<file path="config.mk">
export PLATFORM = sky130hd
export DESIGN_NAME = wb_queue
export DESIGN_NICKNAME = d
export VERILOG_FILES = /design/src/design/rv32i_types_pkg.sv /design/src/design/pipe_cfg_pkg.sv /design/src/design/wb_queue.sv
export SDC_FILE = /design/constraint.sdc
export NUM_CORES = 1
export LEC_CHECK = 0
export BUFFER_PORTS_ARGS = -buffer_cell sky130_fd_sc_hd__buf_2
export CORE_UTILIZATION = 50
export CTS_BUF_LIST = sky130_fd_sc_hd__clkbuf_16
export CTS_CLUSTER_DIAMETER = 150
export DETAILED_ROUTE_END_ITERATION = 12
export PLACE_DENSITY = 0.74
export REMOVE_ABC_BUFFERS = 1
export SYNTH_ARGS = -nofsm -noshare
export SYNTH_HDL_FRONTEND = slang
export SYNTH_SLANG_ARGS = --single-unit
</file>
<file path="constraint.sdc">
create_clock -name clk -period 6.8 [get_ports clk]
set_clock_uncertainty 0.1 [all_clocks]
set_input_delay 1.36 -clock clk [delete_from_list [all_inputs] [get_ports clk]]
set_output_delay 1.36 -clock clk [all_outputs]
set_load 0.01 [all_outputs]
</file>
<file path="src/design/rv32i_types_pkg.sv">
`default_nettype none

package rv32i_types_pkg;

    // data word, also used for addresses.
    typedef logic [31:0] word_t;

    // architectural register index.
    typedef logic [4:0] reg_idx_t;

    // one bit per byte lane.
    typedef logic [3:0] byte_mask_t;

    // retirement order counter.
    typedef logic [63:0] order_t;

    // access width and extension; stores reuse the width part.
    typedef enum logic [2:0] {
        lb_mem,
        lbu_mem,
        lh_mem,
        lhu_mem,
        lw_mem
    } load_ops_t;

    // register value source at write-back.
    typedef enum logic [2:0] {
        alu_out_wb,
        br_en_wb,
        u_imm_wb,
        load_wb,
        pc_plus4_wb
    } regf_m_sel_t;

    typedef struct packed {
        logic      mem_read;
        logic      mem_write;
        load_ops_t load_ops;
    } mem_signal_t;

    typedef struct packed {
        logic        regf_we;
        regf_m_sel_t regf_m_sel;
    } wb_signal_t;

endpackage

`default_nettype wire

</file>
<file path="src/design/pipe_cfg_pkg.sv">
`default_nettype none

package pipe_cfg_pkg;

    localparam int QUEUE_DEPTH = 4; // queue entries and credits.
    localparam int DMEM_WORDS  = 256;

    localparam int CREDIT_W = $clog2(QUEUE_DEPTH + 1);
    localparam int PTR_W    = $clog2(QUEUE_DEPTH);
    localparam int DMEM_AW  = $clog2(DMEM_WORDS);

    typedef logic [CREDIT_W-1:0] credit_t;
    typedef logic [PTR_W-1:0]    q_ptr_t;
    typedef logic [DMEM_AW-1:0]  dmem_idx_t;

    // record handed from execute to the memory stage.
    typedef struct packed {
        rv32i_types_pkg::word_t       pc;
        rv32i_types_pkg::order_t      order;
        rv32i_types_pkg::mem_signal_t mem_signal;
        rv32i_types_pkg::wb_signal_t  wb_signal;
        rv32i_types_pkg::word_t       alu_out; // also the data address.
        rv32i_types_pkg::word_t       br_en;
        rv32i_types_pkg::word_t       u_imm;
        rv32i_types_pkg::reg_idx_t    rd_s;
        rv32i_types_pkg::word_t       rs2_v;
    } ex_mem_stage_reg_t;

    // record queued between memory and write-back.
    typedef struct packed {
        rv32i_types_pkg::word_t       pc;
        rv32i_types_pkg::order_t      order;
        rv32i_types_pkg::mem_signal_t mem_signal;
        rv32i_types_pkg::wb_signal_t  wb_signal;
        rv32i_types_pkg::word_t       alu_out;
        rv32i_types_pkg::word_t       br_en;
        rv32i_types_pkg::word_t       u_imm;
        rv32i_types_pkg::reg_idx_t    rd_s;
        rv32i_types_pkg::word_t       mem_addr;
        rv32i_types_pkg::word_t       dmem_rdata;
    } mem_wb_stage_reg_t;

endpackage

`default_nettype wire

</file>
<file path="src/design/wb_queue.sv">
`timescale 1ns/1ps
`default_nettype none

module wb_queue (
    input  wire logic                            clk,
    input  wire logic                            arst_n,
    input  wire logic                            q_push,
    input  wire pipe_cfg_pkg::mem_wb_stage_reg_t q_data,
    input  wire logic                            q_pop,
    output pipe_cfg_pkg::mem_wb_stage_reg_t      q_head,
    output logic                                 q_valid,
    output logic                                 credit_return
);

    pipe_cfg_pkg::mem_wb_stage_reg_t slots [pipe_cfg_pkg::QUEUE_DEPTH];
    pipe_cfg_pkg::q_ptr_t            wr_ptr;
    pipe_cfg_pkg::q_ptr_t            rd_ptr;
    pipe_cfg_pkg::credit_t           count;
    logic                            do_pop;

    assign q_valid = (count != '0);
    assign q_head  = slots[rd_ptr];
    assign do_pop  = q_pop & q_valid;

    // credits keep the queue from overflowing.
    always_ff @(posedge clk) begin
        if (q_push) begin
            slots[wr_ptr] <= q_data;
        end
    end

    always_ff @(posedge clk or negedge arst_n) begin
        if (!arst_n) begin
            wr_ptr <= '0;
            rd_ptr <= '0;
        end else begin
            if (q_push) begin
                wr_ptr <= wr_ptr + 1'b1; // power-of-two wrap.
            end
            if (do_pop) begin
                rd_ptr <= rd_ptr + 1'b1;
            end
        end
    end

    always_ff @(posedge clk or negedge arst_n) begin
        if (!arst_n) begin
            count <= '0;
        end else begin
            case ({q_push, do_pop})
                2'b10:   count <= count + 1'b1;
                2'b01:   count <= count - 1'b1;
                default: count <= count;
            endcase
        end
    end

    always_ff @(posedge clk or negedge arst_n) begin
        if (!arst_n) begin
            credit_return <= 1'b0;
        end else begin
            credit_return <= do_pop; // slot freed last cycle.
        end
    end

endmodule

`default_nettype wire

</file>
# Word-level counts from Yosys, hierarchy flattened
# Memory sizes are Yosys's and may differ from the RTL's.
# Cells that the tools add are included.
dict set report word_totals {
  reg_bits 8
  ram_bits 1080
  in_bits 274
  output_inout_bits 272
  wordCells 17
  memories 1
}
dict set report classes {
  n_addsub 4
  n_eq_ne 2
  muxes 3
  n_bitwise 1
  n_reduce_logical 2
}
# name words width rd rd_ports_with_merged_regs write_ports line_no
set memory_table {}
lappend memory_table {slots 4 270 1 0 1 wb_queue.sv:15} ;# pipe_cfg_pkg::mem_wb_stage_reg_t slots [pipe_cfg_pkg::QUEUE_DEPTH];
# operator n
set op_table {}
lappend op_table {{3-bit case mux with 2 select lines} 1}
lappend op_table {{2-bit by 1-bit adder with 2-bit output (second input constant)} 2}
lappend op_table {{3-bit by 1-bit adder with 3-bit output (second input constant)} 1}
lappend op_table {{3-bit nonzero test} 1}
lappend op_table {{3-bit by 1-bit subtractor with 3-bit output (second input constant)} 1}
lappend op_table {{2-bit by 1-bit equality test with 1-bit output (second input constant)} 1}
lappend op_table {{2-bit equality test (second input constant)} 1}
lappend op_table {{1-bit 2-to-1 mux} 2}
lappend op_table {{2-bit nonzero test} 1}
lappend op_table {{1-bit bitwise AND} 1}

# Logic depth before layout (Yosys ltp)
dict set report depth {
  ltp_word 4
  mapped_depth 7
  mapped_depth_nobuf 7
}

# Worst setup path before layout
# OpenSTA, ideal clock, no wires.
dict set report synth_timing {
  path_type {in2reg}
  start {input q_push}
  end {memory slots[0][0] (netlist bit), enable pin}
  setup_time_ns 0.664
  arrival_ns 7.458
  required_time_ns 6.036
  path_slack_ns -1.422
  stages 1
  n_path_buf 0
  path_cell_list {and2_1}
}
dict set report synth_between {
  elab_chain_len 2
}
# element line_no
set synth_rtl {}
lappend synth_rtl {{start: declaration} wb_queue.sv:7} ;# input wire logic q_push,
lappend synth_rtl {{1-bit 2-to-1 mux} wb_queue.sv:27} ;# if (q_push) begin
lappend synth_rtl {{1-bit 2-to-1 mux (implied by the code)} wb_queue.sv:28} ;# slots[wr_ptr] <= q_data;
lappend synth_rtl {{end: declaration} wb_queue.sv:15}
# Every way passes these cells.

==> summary.txt <==
pre-CTS setup slack = 2.84 ns
Max VDD drop = 0.302 mV
Final min period = 4.57 ns
CP max FO = 104
placer congestion estimate = 0.769
synth warn = 0
TritonCTS clock tree = done
Core ar. = 77600 um^2
met2 Usage GRT = 32.4%
final hold slack = 0.404 ns
logic gate share of total power = 27.5%
Post-DP HPWL = 46500 um
Cell Pwr Density = 443 nW/um^2
setup ws final = 2.23 ns
Tot Pwr = 20.8 mW
Row Count = 102
synthesized netlist cell count = 1447
htree depth = 3
wire per inst = 24.4 um
Slew Viols, Final = 0
Die Wd = 282 um
Avg Inst Size Synth = 27.1 um^2
count of cell types in the netlist = 20
Antenna Nets Post-Route = 0
total number of vias = 17500
Reg2Reg Capture Point = slots[0][42]$_DFFE_PP_
cts hold-fix bufs = 0
initial antenna violation count = 28
first-pass GRT wire length = 113000 um
drt first pass iters = 5
crit path DAT = 3.11 ns
met1 Usage GRT = 23.7%
Tot GR Track Use = 19.2%
Syn-to-layout area delta = 19.3%
largest net degree at the start of global routing = 145
Die Area = 79700 um^2
period utilisation layout = 67.2%
Seq/Total Area, Yosys = 83.1%
sequential power share = 44.2%
post_cts resized = 0
Die H = 282 um
fmax = 219 MHz
post-CTS setup buffers = 0
vias in the first global route = 18300
register area = 32600 um^2
Final Hold Fails = 0
RSZ-0062 raised after global routing = no
commonest non-fill, non-tap cell in the layout = edfxtp_1
flop2flop setup slack = 4.04 ns
Vias/cell = 5.47
area occupied by multi-input gates = 6290 um^2
Cell Area, Synth = 39300 um^2
fillers = 5379
MaxCap Viol Count = 0
drt total wl = 78000 um
NetSw = 5.98 mW
commonest cells after routing, fill and taps aside = edfxtp_1, buf_2, mux4_2
IO Count = 546
drc violations = 0
element type at the critical path end = output pin
Buffers on Ports = 545
initial core utilization = 50.6%
Bufs on Longest Clock Path = 3
final setup violation count = 0
clock power share = 28.3%
1st-iter DRT viols = 1211
Worst Setup Start Kind = register
CTS Root Cell = clkbuf_16
Net Sw Frac = 28.8%
Final #Nets = 2336
P_leak = 16.0 nW
critical path required time = 5.34 ns
Hold Crit Class = register to register
Yosys reg bits = 1088
worst r2r src = wr_ptr[0]$_DFFE_PN0P_
P_int = 14.8 mW
CTS sink cnt = 1088
GRT met3 Usage = 5.35%
status = finished, final reports clean
Critical Path Source = rd_ptr[1]$_DFFE_PN0P_
Worst-Skew Late Latency = 0.64 ns
Clk pin slew, worst setup/hold paths = 0.06 ns
GRT Max-Usage Layer = met2
Setup Crit Path Kind = register to output pin
Worst R2R Path Depth = 4
Max transition margin = 25.0%
hold_sp = count[2]$_DFFE_PN0P_
share of cells above drive strength 1 = 46.0%
Setup crit end = q_head[230]
total CTS buffers = 107
grt ovf = 0
Worst Tran Pin Value = 1.13 ns
==> layer usage <==
layer	part of all wire, %	vias up
met4	2.9	22
met5	0.19	-
li1	-	7546
met2	53	629
met3	7.4	147
met1	37	9167
==> power by group through the flow <==
stage	Sequential, mW	Clock (mW)	Combinational, mW
after global routing	9.29	6.27	6.09
final	9.19	5.88	5.70
after CTS	9.20	6.02	5.85
after floorplan	9.89	0	3.56
after detailed placement	9.34	0	5.82
after global placement	9.24	0	5.79
==> worst max-delay path: stages, from the launching register on <==
cell     delay (ns)
dfrtp_4        1.13
buf_12         0.51
mux4_2         0.46
buf_2          0.17
==> final cells by class <==
class                      count  share of cell area, %
inverter                       6                 0.0480
sequential                  1088                   69.6
multi-input combinational    293                   13.4
clock inverter                89                   1.89
tap                         1040                   2.78
timing repair buffer         560                   6.40
clock buffer                 108                   5.76
antenna                       15                 0.0801
==> sequential cells by signal (all words and copies together) (netlist names) <==
name / flops
slots: 1080
credit_return: 1
wr_ptr: 2
rd_ptr: 2
count: 3
==> cell usage after synthesis <==
| library cell | instances | share of area, % |
|---|---|---|
| and2_1 | 4 | 0.064 |
| buf_1 | 1 | 0.0095 |
| buf_2 | 39 | 0.50 |
| buf_4 | 2 | 0.038 |
| buf_6 | 9 | 0.26 |
| clkbuf_1 | 9 | 0.086 |
| dfrtp_1 | 8 | 0.51 |
| edfxtp_1 | 1080 | 83 |
| fa_1 | 1 | 0.051 |
| ha_1 | 5 | 0.16 |
| inv_1 | 6 | 0.057 |
| mux2i_1 | 1 | 0.025 |
| mux4_2 | 270 | 15 |
| nand2_1 | 2 | 0.019 |
| nor2_1 | 1 | 0.0095 |
| o21ai_0 | 1 | 0.013 |
| o31a_1 | 1 | 0.022 |
| or3_1 | 1 | 0.016 |
| xnor2_1 | 2 | 0.045 |
| xor2_1 | 4 | 0.089 |
==> kinds of logic (layout without fill, tap and decap cells) <==
logic type / Yosys count / in the layout / synth area share [%]
simple gates: 8 / 8 / 0.108
mux: 271 / 271 / 15.5
flops: 1088 / 1088 / 83.1
fa+ha+maj: 6 / 6 / 0.210
buf+inv: 66 / 763 / 0.946
other cells: 0 / 15 / 0
compound gates: 2 / 2 / 0.0350
xor+xnor: 6 / 6 / 0.134
==> how the worst min path moves through the flow <==
stage | endpoint | slack, ns | cells after the start
global route | count[2]$_DFFE_PN0P_ | 0.43 | 1
floorplan | count[2]$_DFFE_PN0P_ | 0.36 | 1
detailed placement | count[2]$_DFFE_PN0P_ | 0.40 | 1
CTS | count[2]$_DFFE_PN0P_ | 0.40 | 1
global placement | count[2]$_DFFE_PN0P_ | 0.37 | 1
finish | count[2]$_DFFE_PN0P_ | 0.40 | 1
==> through the flow <==
stage / util [%] / std cells / setup TNS [ns] / instance area [um^2]
finish: 60.4 / 3199 / 0 / 46900
global route: 60.4 / 3195 / 0 / 46900
CTS: 60.4 / 3184 / 0 / 46800
detailed placement: 55.7 / 2987 / 0 / 43300
global placement: 55.7 / 2987 / 0 / 43300
floorplan: - / 1387 / -3108.01 / 38900
(Power assumes the default switching activity.)
