**src/design/rv32i_types_pkg.sv**
```systemverilog
`default_nettype none

package rv32i_types_pkg;

    // data word, also used for addresses.
    typedef logic [31:0] word_t;

    // architectural register index.
    typedef logic [4:0] reg_idx_t;

    // one bit per byte lane.
    typedef logic [3:0] byte_mask_t;

    // retirement order counter.
    typedef logic [63:0] order_t;

    // access width and extension; stores reuse the width part.
    typedef enum logic [2:0] {
        lb_mem,
        lbu_mem,
        lh_mem,
        lhu_mem,
        lw_mem
    } load_ops_t;

    // register value source at write-back.
    typedef enum logic [2:0] {
        alu_out_wb,
        br_en_wb,
        u_imm_wb,
        load_wb,
        pc_plus4_wb
    } regf_m_sel_t;

    typedef struct packed {
        logic      mem_read;
        logic      mem_write;
        load_ops_t load_ops;
    } mem_signal_t;

    typedef struct packed {
        logic        regf_we;
        regf_m_sel_t regf_m_sel;
    } wb_signal_t;

endpackage

`default_nettype wire

```
**src/design/pipe_cfg_pkg.sv**
```systemverilog
`default_nettype none

package pipe_cfg_pkg;

    localparam int QUEUE_DEPTH = 4; // queue entries and credits.
    localparam int DMEM_WORDS  = 256;

    localparam int CREDIT_W = $clog2(QUEUE_DEPTH + 1);
    localparam int PTR_W    = $clog2(QUEUE_DEPTH);
    localparam int DMEM_AW  = $clog2(DMEM_WORDS);

    typedef logic [CREDIT_W-1:0] credit_t;
    typedef logic [PTR_W-1:0]    q_ptr_t;
    typedef logic [DMEM_AW-1:0]  dmem_idx_t;

    // record handed from execute to the memory stage.
    typedef struct packed {
        rv32i_types_pkg::word_t       pc;
        rv32i_types_pkg::order_t      order;
        rv32i_types_pkg::mem_signal_t mem_signal;
        rv32i_types_pkg::wb_signal_t  wb_signal;
        rv32i_types_pkg::word_t       alu_out; // also the data address.
        rv32i_types_pkg::word_t       br_en;
        rv32i_types_pkg::word_t       u_imm;
        rv32i_types_pkg::reg_idx_t    rd_s;
        rv32i_types_pkg::word_t       rs2_v;
    } ex_mem_stage_reg_t;

    // record queued between memory and write-back.
    typedef struct packed {
        rv32i_types_pkg::word_t       pc;
        rv32i_types_pkg::order_t      order;
        rv32i_types_pkg::mem_signal_t mem_signal;
        rv32i_types_pkg::wb_signal_t  wb_signal;
        rv32i_types_pkg::word_t       alu_out;
        rv32i_types_pkg::word_t       br_en;
        rv32i_types_pkg::word_t       u_imm;
        rv32i_types_pkg::reg_idx_t    rd_s;
        rv32i_types_pkg::word_t       mem_addr;
        rv32i_types_pkg::word_t       dmem_rdata;
    } mem_wb_stage_reg_t;

endpackage

`default_nettype wire

```
**src/design/wb_stage.sv**
```systemverilog
`timescale 1ns/1ps
`default_nettype none

module wb_stage (
    input  wire logic                            clk,
    input  wire logic                            arst_n,
    input  wire pipe_cfg_pkg::mem_wb_stage_reg_t q_head,
    input  wire logic                            q_valid,
    input  wire logic                            wb_stall,
    output logic                                 q_pop,
    output logic                                 wb_valid,
    output rv32i_types_pkg::reg_idx_t            wb_rd_s,
    output rv32i_types_pkg::word_t               wb_rd_v,
    output logic                                 wb_regf_we,
    output rv32i_types_pkg::order_t              wb_order
);

    rv32i_types_pkg::word_t    load_v;
    rv32i_types_pkg::word_t    rd_v;
    rv32i_types_pkg::reg_idx_t rd_s;
    logic [7:0]                rbyte;
    logic [15:0]               rhalf;
    logic                      live;

    assign q_pop = q_valid & ~wb_stall;
    assign live  = (q_head.pc != '0); // pc zero marks a bubble.

    assign rbyte = q_head.dmem_rdata[{q_head.mem_addr[1:0], 3'b000} +: 8];
    assign rhalf = q_head.dmem_rdata[{q_head.mem_addr[1], 4'b0000} +: 16];

    always_comb begin
        case (q_head.mem_signal.load_ops)
            rv32i_types_pkg::lb_mem:  load_v = {{24{rbyte[7]}}, rbyte};
            rv32i_types_pkg::lbu_mem: load_v = {24'b0, rbyte};
            rv32i_types_pkg::lh_mem:  load_v = {{16{rhalf[15]}}, rhalf};
            rv32i_types_pkg::lhu_mem: load_v = {16'b0, rhalf};
            default:                  load_v = q_head.dmem_rdata;
        endcase
    end

    always_comb begin
        case (q_head.wb_signal.regf_m_sel)
            rv32i_types_pkg::alu_out_wb:  rd_v = q_head.alu_out;
            rv32i_types_pkg::br_en_wb:    rd_v = q_head.br_en;
            rv32i_types_pkg::u_imm_wb:    rd_v = q_head.u_imm;
            rv32i_types_pkg::load_wb:     rd_v = load_v;
            rv32i_types_pkg::pc_plus4_wb: rd_v = q_head.pc + 32'd4;
            default:                      rd_v = q_head.alu_out;
        endcase
        rd_s = q_head.mem_signal.mem_write ? '0 : q_head.rd_s; // stores write no register.
    end

    always_ff @(posedge clk or negedge arst_n) begin
        if (!arst_n) begin
            wb_valid   <= 1'b0;
            wb_regf_we <= 1'b0;
        end else begin
            wb_valid   <= q_pop & live;
            wb_regf_we <= q_pop & live & q_head.wb_signal.regf_we;
        end
    end

    // payload follows the popped record.
    always_ff @(posedge clk) begin
        if (q_pop) begin
            wb_rd_s  <= rd_s;
            wb_rd_v  <= rd_v;
            wb_order <= q_head.order;
        end
    end

endmodule

`default_nettype wire

```
**config.mk**
```make
export PLATFORM = sky130hd
export DESIGN_NAME = wb_stage
export DESIGN_NICKNAME = d
export VERILOG_FILES = /design/src/design/rv32i_types_pkg.sv /design/src/design/pipe_cfg_pkg.sv /design/src/design/wb_stage.sv
export SDC_FILE = /design/constraint.sdc
export NUM_CORES = 1
export LEC_CHECK = 0
export BUFFER_PORTS_ARGS = -buffer_cell sky130_fd_sc_hd__buf_2
export CORE_AREA = 2 2 148 150
export CTS_CLUSTER_SIZE = 14
export DETAILED_ROUTE_END_ITERATION = 12
export DIE_AREA = 0 0 150 152
export GPL_ROUTABILITY_DRIVEN = 0
export PLACE_DENSITY_LB_ADDON = 0.25
export SLEW_MARGIN = 20
export SYNTH_ARGS = -nofsm -noshare
export SYNTH_HDL_FRONTEND = slang
export SYNTH_SLANG_ARGS = --single-unit
export TNS_END_PERCENT = 100
```
**constraint.sdc**
```tcl
create_clock -name clk -period 6.3 [get_ports clk]
set_input_delay 0.945 -clock clk [delete_from_list [all_inputs] [get_ports clk]]
set_output_delay 0.945 -clock clk [all_outputs]
set_load 0.01 [all_outputs]
```
Word-level counts from Yosys, hierarchy flattened
Cells that the tools add are included.
- memories kept: 0
- register bits: 103
- bits of input ports: 274
- output and inout port bits: 104
- logic and storage cells: 23
- bits in latches: 0
- memory bits (writable): 0
- memory bits (read-only): 0
- magnitude comparators: 0
- bitwise operators: 4
- $add $sub $neg: 1
- muxes and demuxes: 2
- shifts and indexed selects: 2
- reductions and logical operators: 2
- div/mod/pow operators: 0
- multipliers: 0
- equal/unequal tests: 7
- operators with widths (kind ; number):
    $pmux W32 S4 ; 2
    $add A32 B3 Y32 const B ; 1
    $reduce_bool A32 Y1 ; 1
    $shiftx A32 B6 Y16 ; 1
    $shiftx A32 B6 Y8 ; 1
    $eq A3 B2 Y1 const B ; 4
    $eq A3 B1 Y1 const B ; 2
    $and A1 B1 Y1 ; 3
    $eq A3 B3 Y1 const B ; 1
    $logic_not A3 Y1 ; 1
    $not A1 Y1 ; 1

Depth between registers and ports, before layout
- depth after elaboration: 4
- depth in mapped cells: 7

Worst setup path before layout
OpenSTA, ideal clock, no wires.
- path type: input -> output
- from: in wb_stall
- to: out q_pop
- setup slack: -0.243 ns
- arrival time: 5.598 ns
- stages on the path: 1
- data required time: 5.355 ns
- cell sequence: nor2b_1
- longest elaborated chain between the ends: 2
- RTL lines (item ; RTL line ; source):
    from (decl) ; wb_stage.sv:9 ; input wire logic wb_stall,
    $not A1 Y1 ; wb_stage.sv:25 ; assign q_pop = q_valid & ~wb_stall;
    $and A1 B1 Y1 ; wb_stage.sv:25 ;
    to (decl) ; wb_stage.sv:10 ; output logic q_pop,
No other way between the ends.

Worst setup path in the final report
- from: in q_head[167] (netlist name)
- to: reg wb_rd_v[12] (data pin)
- longest elaborated chain between the ends: 2
- elaborated cells on any way between the ends: 5
- those cells by class: 4 x eq/ne; 1 x mux
- RTL lines (item ; RTL line ; source):
    from (decl) ; wb_stage.sv:7 ; input wire pipe_cfg_pkg::mem_wb_stage_reg_t q_head,
    $eq A3 B3 Y1 (tied with other cells) ; wb_stage.sv:42 ; case (q_head.wb_signal.regf_m_sel)
    $pmux W32 S4 * ; wb_stage.sv:42 ;
    named net rd_v[12] ; wb_stage.sv:19 ; rv32i_types_pkg::word_t rd_v;
    to (signal assigned) ; wb_stage.sv:67 ; wb_rd_v <= rd_v;
    to (decl) ; wb_stage.sv:13 ; output rv32i_types_pkg::word_t wb_rd_v,
The timed path passes the listed nets; every way through them passes the cells marked *.
A chain may end at the register's enable or synchronous reset.

==> key figures <==
STA
  • Max_slew headroom: 32.3%
  • Final worst path period share: 51.6%
  • Fin. Hold Viols: 0
  • Fin crit period: 3250 ps
  • Max-slew violations: 0
  • Max Fclk: 0.308 GHz
  • Final TNS setup: 0 ps
  • Setup Viol. Count Final: 0
  • Worst Tran Pin Value: 1010 ps
  • RSZ-0062 raised after global routing: no

Floorplanning
  • Die Area: 22800 µm²
  • Num ports: 378
  • Std-Cell Rows: 54
  • Die W: 150 µm
  • Die Ht: 152 µm
  • Initial Utilization: 26.8%
  • Core area: 21400 µm²

Yosys
  • Cells after Synth: 538
  • Number of synthesized flops with an enable pin: 101
  • Cell taking the most area after synthesis: edfxtp_1
  • Synth Net Count: 814
  • Syn_area_per_cell: 10.6 µm²
  • Synthesized area: 5710 µm²
  • Synth top area cells: edfxtp_1 (53%), a21oi_1 (5.9%), nor2_1 (2.9%)
  • Yosys warning count: 0
  • Ys async rst share: 1.94%
  • Top FF cell, synth: edfxtp_1
  • Synth cell types: 62
  • Post-synthesis sequential area ratio: 54.0%
  • Post-synthesis sequential element count: 103
  • Yosys top cell area share: 53.1%

Global routing
  • First-pass GRT wire length: 33.4 mm
  • GRT Residual Overflow: 0
  • Initial antenna violation count: 4
  • Largest net degree at the start of global routing: 53
  • Vias in the first global route: 5446
  • Overall routing resource usage: 20.0%

Placement
  • IO buf count: 346
  • HPWL after DPL: 19.2 mm
  • Placed Instances: 1134

Final layout
  • Fillers: 2201
  • Layout cells sized above 1: 44.9%
  • Layout area overhead: 39.8%
  • NumNets Final: 1141
  • Most frequent cells in the layout: buf_2 (346), edfxtp_1 (101), a21oi_1 (67), nor2_1 (44), o21ai_0 (31)
  • Commonest non-fill, non-tap cell in the layout: buf_2
  • Post-Layout Cell Count: 1151

Worst setup path
  • Critical Path AT: 3340 ps
  • Startpoint class of the critical path: input port
  • CP Capture Type: register
  • Crit path required time: 6390 ps
  • Worst Setup SP: q_head[167]
  • Kind of critical path: input port to register
  • CP max FO: 52

Clock tree
  • Post-cts hold buffer count: 0
  • CTS tree: yes
  • Buffer count from post-CTS setup fixing: 0
  • CTS H-tree depth: 3
  • CTS max path bufs: 2
  • Clock sink count: 103
  • CTS buffer count: 9
  • Post-cts resize count: 0
  • Clock transition at path regs: 80 ps
  • Clock root buffer: clkbuf_16

Drt
  • DRT Pass-1 Iters: 5
  • Avg Vias per Cell: 4.88
  • Routed WL: 23.6 mm
  • DR DRC count: 0
  • Wire per inst: 20.5 µm
  • DR vias: 5618
  • Post-route ant nets: 0
  • Iteration-0 DRC Markers: 310

Status
  • Outcome: finished clean

Worst hold path
  • Hold WC Path Type: input port to async pin

Power and ir drop
  • Static Leak: 0.00334 µW
  • Worst vdd ir: 115 µV
  • PD cells: 218 nW/µm²

Flow run
  • Max-cap viol count: 0
## flip-flops by register name, indices dropped and copies added (netlist names)
| name | cells |
|---|---|
| wb_order | 64 |
| wb_rd_s | 5 |
| wb_rd_v | 32 |
| wb_regf_we | 1 |
| wb_valid | 1 |
## metrics by stage
| stage | cell area (µm²) | setup slack, ps | total power, µW | hold WS, ps | util, % |
|---|---|---|---|---|---|
| 2_1_floorplan | 5720 | 1730 | 1000 | 649 | - |
| 3_3_place_gp | 7700 | 2730 | 1190 | 731 | 36.0 |
| 3_5_place_dp | 7700 | 2700 | 1190 | 733 | 36.0 |
| 4_1_cts | 7990 | 3090 | 1760 | 339 | 37.4 |
| 5_1_grt | 7990 | 2910 | 1820 | 338 | 37.4 |
| 6_report | 7990 | 3050 | 1740 | 351 | 37.4 |
## synth_stat cells, drive strengths merged, types with 3 or more instances
master and count:
nor2 45, nand2 22, nand3 12, a221oi 8, nor3 9, o22ai 16
clkbuf 29, and2 5, o221a 5, mux2 4, xor2 13, a22oi 6
nand4 8, edfxtp 101, and4 3, o21ai 32, inv 19, nor2b 14
and3 8, a211oi 4, nor4 11, nor3b 6, mux2i 7, o221ai 10
buf 7, o21a 4, nand2b 16, o32ai 3, o211ai 5, xnor2 11
a21oi 67
## final cells by class
| cell class | instances | area [µm²] | share of cell area, % |
|---|---|---|---|
| sequential | 103 | 3080 | 38.6 |
| multi-input combinational | 380 | 2410 | 30.2 |
| timing repair buffer | 352 | 1780 | 22.2 |
| tap | 280 | 350 | 4.38 |
| clock buffer | 10 | 229 | 2.87 |
| inverter | 19 | 71.3 | 0.893 |
| clock inverter | 6 | 62.6 | 0.783 |
| antenna | 1 | 2.50 | 0.0313 |
## layer usage
metal | global-route usage, % | routed length [µm] | vias up
met5 | 0 | 36 | -
met2 | 35.3 | 11800 | 298
met4 | 4.49 | 337 | 6
li1 | - | - | 2713
met3 | 5.38 | 2110 | 26
met1 | 24.0 | 9310 | 2575
## worst max-delay path, cell delays in order
cell     delay, ps
buf_2          710
nand2_1        880
a21oi_1        620
o22ai_1        150
## worst paths after layout
check                          endpoint  slack [ps]
hold / removal                 wb_valid         350
max in group asynchronous    wb_regf_we        5860
setup / recovery            wb_rd_v[12]        3050
min in group clk           wb_order[22]         760
## power by group
| group | total (µW) | internal (µW) | switching [µW] |
|---|---|---|---|
| Combinational | 352 | 147 | 205 |
| Sequential | 824 | 811 | 12.9 |
| Clock | 562 | 280 | 282 |
| Total | 1740 | 1240 | 500 |
## cell families (layout without fill, tap and decap cells)
logic type | count (synthesis) | after routing | synth area share, %
compound gates | 174 | 174 | 19.4
flops | 103 | 103 | 54.0
buf+inv | 55 | 387 | 4.05
other cells | 0 | 1 | 0
fa+ha+maj | 3 | 3 | 0.613
mux | 12 | 12 | 2.41
simple gates | 167 | 167 | 15.9
xor+xnor | 24 | 24 | 3.68
Power figures use the tool's default switching activity.
