<file path="config.mk">
export PLATFORM = sky130hd
export DESIGN_NAME = mem_stage
export DESIGN_NICKNAME = d
export VERILOG_FILES = /design/src/design/rv32i_types_pkg.sv /design/src/design/pipe_cfg_pkg.sv /design/src/design/mem_stage.sv
export SDC_FILE = /design/constraint.sdc
export NUM_CORES = 1
export LEC_CHECK = 0
export BUFFER_PORTS_ARGS = -buffer_cell sky130_fd_sc_hd__clkbuf_2
export CAP_MARGIN = 10
export CORE_AREA = 2 2 237 239
export DETAILED_ROUTE_END_ITERATION = 12
export DIE_AREA = 0 0 239 241
export PLACE_DENSITY_LB_ADDON = 0.2
export RECOVER_POWER = 100
export REMOVE_ABC_BUFFERS = 1
export SETUP_SLACK_MARGIN = 0.02
export SLEW_MARGIN = 10
export SYNTH_ARGS = -nofsm -noshare
export SYNTH_HDL_FRONTEND = slang
export SYNTH_SLANG_ARGS = --single-unit
export TNS_END_PERCENT = 10
</file>
<file path="constraint.sdc">
create_clock -name clk -period 8.9 [get_ports clk]
set_input_delay 1.335 -clock clk [delete_from_list [all_inputs] [get_ports clk]]
set_output_delay 1.335 -clock clk [all_outputs]
set_load 0.01 [all_outputs]
</file>
<file path="src/design/rv32i_types_pkg.sv">
`default_nettype none

package rv32i_types_pkg;

    // data word, also used for addresses.
    typedef logic [31:0] word_t;

    // architectural register index.
    typedef logic [4:0] reg_idx_t;

    // one bit per byte lane.
    typedef logic [3:0] byte_mask_t;

    // retirement order counter.
    typedef logic [63:0] order_t;

    // access width and extension; stores reuse the width part.
    typedef enum logic [2:0] {
        lb_mem,
        lbu_mem,
        lh_mem,
        lhu_mem,
        lw_mem
    } load_ops_t;

    // register value source at write-back.
    typedef enum logic [2:0] {
        alu_out_wb,
        br_en_wb,
        u_imm_wb,
        load_wb,
        pc_plus4_wb
    } regf_m_sel_t;

    typedef struct packed {
        logic      mem_read;
        logic      mem_write;
        load_ops_t load_ops;
    } mem_signal_t;

    typedef struct packed {
        logic        regf_we;
        regf_m_sel_t regf_m_sel;
    } wb_signal_t;

endpackage

`default_nettype wire

</file>
<file path="src/design/pipe_cfg_pkg.sv">
`default_nettype none

package pipe_cfg_pkg;

    localparam int QUEUE_DEPTH = 4; // queue entries and credits.
    localparam int DMEM_WORDS  = 256;

    localparam int CREDIT_W = $clog2(QUEUE_DEPTH + 1);
    localparam int PTR_W    = $clog2(QUEUE_DEPTH);
    localparam int DMEM_AW  = $clog2(DMEM_WORDS);

    typedef logic [CREDIT_W-1:0] credit_t;
    typedef logic [PTR_W-1:0]    q_ptr_t;
    typedef logic [DMEM_AW-1:0]  dmem_idx_t;

    // record handed from execute to the memory stage.
    typedef struct packed {
        rv32i_types_pkg::word_t       pc;
        rv32i_types_pkg::order_t      order;
        rv32i_types_pkg::mem_signal_t mem_signal;
        rv32i_types_pkg::wb_signal_t  wb_signal;
        rv32i_types_pkg::word_t       alu_out; // also the data address.
        rv32i_types_pkg::word_t       br_en;
        rv32i_types_pkg::word_t       u_imm;
        rv32i_types_pkg::reg_idx_t    rd_s;
        rv32i_types_pkg::word_t       rs2_v;
    } ex_mem_stage_reg_t;

    // record queued between memory and write-back.
    typedef struct packed {
        rv32i_types_pkg::word_t       pc;
        rv32i_types_pkg::order_t      order;
        rv32i_types_pkg::mem_signal_t mem_signal;
        rv32i_types_pkg::wb_signal_t  wb_signal;
        rv32i_types_pkg::word_t       alu_out;
        rv32i_types_pkg::word_t       br_en;
        rv32i_types_pkg::word_t       u_imm;
        rv32i_types_pkg::reg_idx_t    rd_s;
        rv32i_types_pkg::word_t       mem_addr;
        rv32i_types_pkg::word_t       dmem_rdata;
    } mem_wb_stage_reg_t;

endpackage

`default_nettype wire

</file>
<file path="src/design/mem_stage.sv">
`timescale 1ns/1ps
`default_nettype none

module mem_stage (
    input  wire logic                            clk,
    input  wire logic                            arst_n,
    input  wire pipe_cfg_pkg::ex_mem_stage_reg_t ex_mem,
    input  wire logic                            ex_valid,
    output logic                                 ex_ready,
    output logic                                 dmem_req,
    output logic                                 dmem_we,
    output rv32i_types_pkg::word_t               dmem_addr,
    output rv32i_types_pkg::byte_mask_t          dmem_wmask,
    output rv32i_types_pkg::word_t               dmem_wdata,
    input  wire rv32i_types_pkg::word_t          dmem_rdata,
    input  wire logic                            dmem_resp,
    input  wire logic                            credit_return,
    output logic                                 q_push,
    output pipe_cfg_pkg::mem_wb_stage_reg_t      q_data
);

    pipe_cfg_pkg::credit_t           credits;
    pipe_cfg_pkg::ex_mem_stage_reg_t stage_q;
    logic                            stage_valid;
    logic                            accept;
    logic                            is_bubble;
    logic [1:0]                      lane;

    assign ex_ready  = (credits != '0); // a credit is free.
    assign accept    = ex_valid & ex_ready;
    assign is_bubble = (ex_mem.pc == '0);
    assign lane      = ex_mem.alu_out[1:0];

    // access issued in the handshake cycle.
    always_comb begin
        dmem_req   = accept & ~is_bubble &
                     (ex_mem.mem_signal.mem_read | ex_mem.mem_signal.mem_write);
        dmem_we    = ex_mem.mem_signal.mem_write;
        dmem_addr  = ex_mem.alu_out;
        dmem_wmask = '0;
        dmem_wdata = '0;
        if (ex_mem.mem_signal.mem_write) begin
            case (ex_mem.mem_signal.load_ops)
                rv32i_types_pkg::lb_mem, rv32i_types_pkg::lbu_mem: begin
                    dmem_wmask = 4'b0001 << lane;
                    dmem_wdata = ex_mem.rs2_v << {lane, 3'b000};
                end
                rv32i_types_pkg::lh_mem, rv32i_types_pkg::lhu_mem: begin
                    dmem_wmask = 4'b0011 << {lane[1], 1'b0};
                    dmem_wdata = ex_mem.rs2_v << {lane[1], 4'b0000};
                end
                default: begin
                    dmem_wmask = 4'b1111;
                    dmem_wdata = ex_mem.rs2_v;
                end
            endcase
        end
    end

    // one credit per accept, one back per pop.
    always_ff @(posedge clk or negedge arst_n) begin
        if (!arst_n) begin
            credits <= pipe_cfg_pkg::credit_t'(pipe_cfg_pkg::QUEUE_DEPTH);
        end else begin
            case ({accept, credit_return})
                2'b10:   credits <= credits - 1'b1;
                2'b01:   credits <= credits + 1'b1;
                default: credits <= credits;
            endcase
        end
    end

    always_ff @(posedge clk or negedge arst_n) begin
        if (!arst_n) begin
            stage_valid <= 1'b0;
        end else begin
            stage_valid <= accept;
        end
    end

    always_ff @(posedge clk) begin
        if (accept) begin
            stage_q <= ex_mem;
        end
    end

    // read data lands while the record sits in the stage register.
    always_comb begin
        q_push            = stage_valid;
        q_data.pc         = stage_q.pc;
        q_data.order      = stage_q.order;
        q_data.mem_signal = stage_q.mem_signal;
        q_data.wb_signal  = stage_q.wb_signal;
        q_data.alu_out    = stage_q.alu_out;
        q_data.br_en      = stage_q.br_en;
        q_data.u_imm      = stage_q.u_imm;
        q_data.rd_s       = stage_q.rd_s;
        q_data.mem_addr   = stage_q.alu_out;
        q_data.dmem_rdata = dmem_resp ? dmem_rdata : '0;
    end

endmodule

`default_nettype wire

</file>
Yosys cells after proc, flatten, opt, wreduce, memory -nomap -nowiden
Cells that the tools add are included.
Cells by class
  add/subtract/negate cells: 2
  equal/unequal tests: 5
  shift-type cells: 4
  mux-type cells: 6
  bitwise operators: 5
  reductions and logical operators: 6
Operator list (number)
  two-way mux 32 bit: 2
  one-hot mux 32 bit (2 select lines): 1
  left shift 32 x 5 -> 32 bit: 2
  zero test 32 bit: 1
  one-hot mux 4 bit (2 select lines): 1
  == test 3 x 2 -> 1 bit (second input constant): 2
  one-hot mux 3 bit (2 select lines): 1
  two-way mux 4 bit: 1
  OR reduction 2 bit: 2
  left shift 1 x 2 -> 4 bit (first input constant): 1
  left shift 2 x 2 -> 4 bit (first input constant): 1
  adder 3 x 1 -> 3 bit (second input constant): 1
  bitwise AND 1 bit: 3
  == test 3 x 1 -> 1 bit (second input constant): 1
  zero test 3 bit: 1
  nonzero test 3 bit: 1
  subtractor 3 x 1 -> 3 bit (second input constant): 1
  == test 2 x 1 -> 1 bit (second input constant): 1
  == test 2 bit (second input constant): 1
  nonzero test 2 bit: 1
  inverter 1 bit: 1
  OR 1 bit: 1
Storage, ports and cells
  register bits: 210
  input port bits: 275
  output and inout bits: 342
  logic and storage cells: 41

Depth between registers and ports, before layout
  depth in word-level cells: 4
  depth in mapped cells: 8
  gate-level depth less buffers: 8

Worst setup path before layout
Ideal clock, no wire load.
  path kind: input to output
  from: in ex_valid
  to: out dmem_req
  arrival: 6.262 ns
  required time: 7.565 ns
  setup slack: 1.303 ns
  stages on the path: 3
  path buffers: 0
  cell sequence: nand2_1 inv_1 o221a_2
On the way
  cells in the longest elaborated chain, start to end: 3
RTL lines
  start, declared: line mem_stage.sv:8  | input wire logic ex_valid,
  bitwise AND 1 bit: line mem_stage.sv:30  | assign accept = ex_valid & ex_ready;
  named net accept: line mem_stage.sv:25  | logic accept;
  bitwise AND 1 bit (2 in a row): line mem_stage.sv:36  | dmem_req = accept & ~is_bubble &
  end, declared: line mem_stage.sv:10  | output logic dmem_req,
The timed path passes the listed nets, and every way through them passes these cells.

Worst setup path in the final report
  from: in ex_mem[139] in the netlist's numbering
  to: out dmem_wdata[31]
On the way
  cells in the longest elaborated chain, start to end: 4
  elaborated cells on any way between the ends: 8
  classes of those cells: 3 x eq/ne; 2 x mux; 3 x reduce/logical
RTL lines
  start, declared: line mem_stage.sv:7  | input wire pipe_cfg_pkg::ex_mem_stage_reg_t ex_mem,
  == test 3 x 2 -> 1 bit (tied with other cells): line mem_stage.sv:43  | case (ex_mem.mem_signal.load_ops)
  OR reduction 2 bit: line mem_stage.sv:43
  one-hot mux 32 bit (2 select lines) *: line mem_stage.sv:43
  two-way mux 32 bit *: line mem_stage.sv:42  | if (ex_mem.mem_signal.mem_write) begin
  end, declared: line mem_stage.sv:14  | output rv32i_types_pkg::word_t dmem_wdata,
Every way passes the cells marked *; elsewhere a longest branch is shown, timed or not.

==> impl_metrics.json <==
{
  "num_vias": 6261,
  "dieHeight_um": 241,
  "final_cell_mix": "387 x clkbuf_1, 234 x clkbuf_2, 206 x edfxtp_1",
  "clockBufferDepth": 3,
  "layout.cells.non_filler": 1760,
  "drv_cap": 5,
  "critical_path_required_ps": 7570,
  "finalClockSkew_ps": 33.78,
  "p_sw_share_pct": 28.50,
  "ys_types": 38,
  "grt_pass1_vias": 6111,
  "synthCells": 465,
  "synth_flop_cell": "edfxtp_1",
  "rsz0062_at_grt": "false",
  "cpMostUsedCell": "clkbuf_1",
  "cts_root_buf": "clkbuf_16",
  "start_kind": "input pin",
  "num_rows": 86,
  "cp.arrival_ps": 4330,
  "pin_count": 617,
  "crit_slowest_cell": "clkbuf_1",
  "dp_cells": 1713,
  "yosysSeqAreaShare_pct": 78.76,
  "io_buffers": 616,
  "status": "finished, violations left",
  "hpwl_mm": 25.25,
  "endpoint_kind": "output pin",
  "maxSlewViolCount": 215,
  "max_stage_delay_ps": 1060,
  "synth-seq-cells": 210,
  "cts_sinks": 210,
  "p_clk_share_pct": 36.0,
  "tightest_slew_ps": 3574,
  "start_util_pct": 14.55,
  "power_uw": 2926,
  "irDropWorstVdd_mv": 0.1074,
  "viasPerCell": 3.557,
  "synth_warnings": 0,
  "cts_made_buffers": 26,
  "path_delay_family": "buffers and inverters",
  "layout_min_cycle_time_ps": 5662,
  "fin_crit_sh_pct": 63.62,
  "syn_area_mm2": 0.007983,
  "wl_per_cell_um": 17.88,
  "drt-initial-drc-count": 177,
  "drive_gt1_share_pct": 27.65,
  "die_w_um": 239,
  "grt_max_degree": 64,
  "preCtsSetupSlack_ps": 4535,
  "antennaDiodeCount": 0,
  "violations": "capacitance limit, slew limit",
  "die_area_mm2": 0.05760,
  "nFillCells": 6092,
  "clk_pin_slew_worst_paths_ps": 60,
  "relSlewSlack_pct": -138.3,
  "cts-resized-gates": 0,
  "worstPathMaxFanout": 32,
  "ys_async_sr_fraction_pct": 1.905,
  "critical_path_buf_inv_count": 2,
  "final.setup.worst_slack_ps": 3238,
  "grt_usage_pct": 9.844,
  "final_common_cell": "clkbuf_1",
  "place_congestion": 0.8257,
  "power.leakage_uw": 0.004313,
  "power_density_mw_per_mm2": 248.6,
  "cts_tree": "done",
  "hp-class": "reg2reg",
  "p_comb_share_pct": 17.4,
  "fin_util_pct": 21.45,
  "grt_overflow": 0,
  "fin_tns_setup_ps": 0,
  "grt_pass1_wl_mm": 41.20,
  "switching_power_uw": 833.8,
  "setup_violations": 0,
  "synth_edf_count": 206,
  "coreArea_mm2": 0.05488,
  "crit_chain": "clkbuf_1 -> a21oi_1 -> nor2b_1 -> a221o_1 -> clkbuf_1",
  "antenna_found_initial": 2,
  "cts_hold_buf": 0,
  "syn_area_per_cell_um2": 17.17,
  "cts_setup_buffers": 0,
  "critPathKind": "in2out",
  "route.detailed.drc": 0,
  "hold_viol_final": 0,
  "ctsHtreeMaxLevel": 1,
  "intPower_uw": 2092,
  "firstDrtPassIters": 4,
  "wl_mm": 31.48,
  "max_freq_mhz": 176.6,
  "syn2layout_area_growth_pct": 47.46,
  "nNetsFinal": 1314,
  "insertion_delay_ps": 550,
  "drtAntennaViolNets": 0,
  "share_seq_of_total_power_pct": 46.6
}
[stage by stage]
step | area, um2 | hold WS [ps]
floorplan | 7418 | 498.1
global placement | 11440 | 514.1
detailed placement | 11440 | 514.3
CTS | 12290 | 530.3
global route | 11770 | 550.6
finish | 11770 | 527.8
[kinds of logic (layout without fill, tap and decap cells)]
group | Yosys count | after routing | synth area share, %
and+or+nand+nor | 104 | 104 | 7.038
AOI/OAI and AO/OA | 61 | 61 | 5.988
buffers and inverters | 84 | 675 | 7.336
muxes | 1 | 1 | 0.1411
DFF | 210 | 210 | 78.76
adders and majority gates | 2 | 2 | 0.4075
xor gates and xnor gates | 3 | 3 | 0.3292
[sequential cells by signal, summed over array words and instances, names as in the netlist]
signal,count
q_data,206
q_push,1
credits,3
[worst paths after layout]
path                                  start              to  slack (ps)  cells past startpoint
worst max-delay path            ex_mem[139]  dmem_wdata[31]        3240                      5
worst min-delay path             credits[2]      credits[2]         530                      1
worst max register to register   credits[0]      q_data[55]        3590                      4
worst min register to register   credits[2]      credits[2]         530                      1
max in group asynchronous            arst_n      credits[2]        7990                      1
min in group asynchronous            arst_n      credits[1]         630                      1
[final cells by class]
cell class	instances	area, um2	area share [%]
Inverter	5	22.52	0.1913
Multi-Input combinational cell	171	1091	9.269
Clock buffer	29	683.2	5.804
Tap cell	704	880.8	7.483
Clock inverter	18	160.2	1.361
Sequential cell	210	6287	53.41
Timing Repair Buffer	623	2646	22.48
[routing by layer]
metal,global-route usage [%],up-vias,part of all wire (%)
li1,-,2848,-
met1,10.21,2942,35
met2,18.09,422,51
met3,3.752,45,11
met4,3.447,4,2.8
met5,0,-,0.079
[cell usage after synthesis, types with 2 or more instances]
cell       instances  share of area [%]
nand4_1            2               0.16
buf_2              4               0.25
a21oi_1            9               0.56
o221a_2            9                1.3
clkbuf_1           5               0.24
edfxtp_1         206                 77
o21a_1             2               0.19
dfrtp_1            3               0.94
inv_1              3               0.14
a31oi_1            8               0.63
buf_4             66                6.2
buf_6              2               0.28
nor2b_2            2               0.22
xor2_1             2               0.22
nand2_1           41                1.9
o211ai_1           8               0.75
buf_1              2              0.094
and2_1            40                3.1
nor4_1             8               0.63
nor2_1             4               0.19
a221o_1            8                1.0
o21ai_0            8               0.50
a2bb2oi_1          8               0.88
[power by group through the flow]
stage	combinational (uW)	sequential (uW)	clock, uW
2_1_floorplan	129	1490	0
3_3_place_gp	584	1370	0
3_5_place_dp	577	1370	0
4_1_cts	579	1350	1100
5_1_grt	556	1390	1140
6_report	508	1360	1050
No activity file was read; power rests on OpenSTA's default activity.
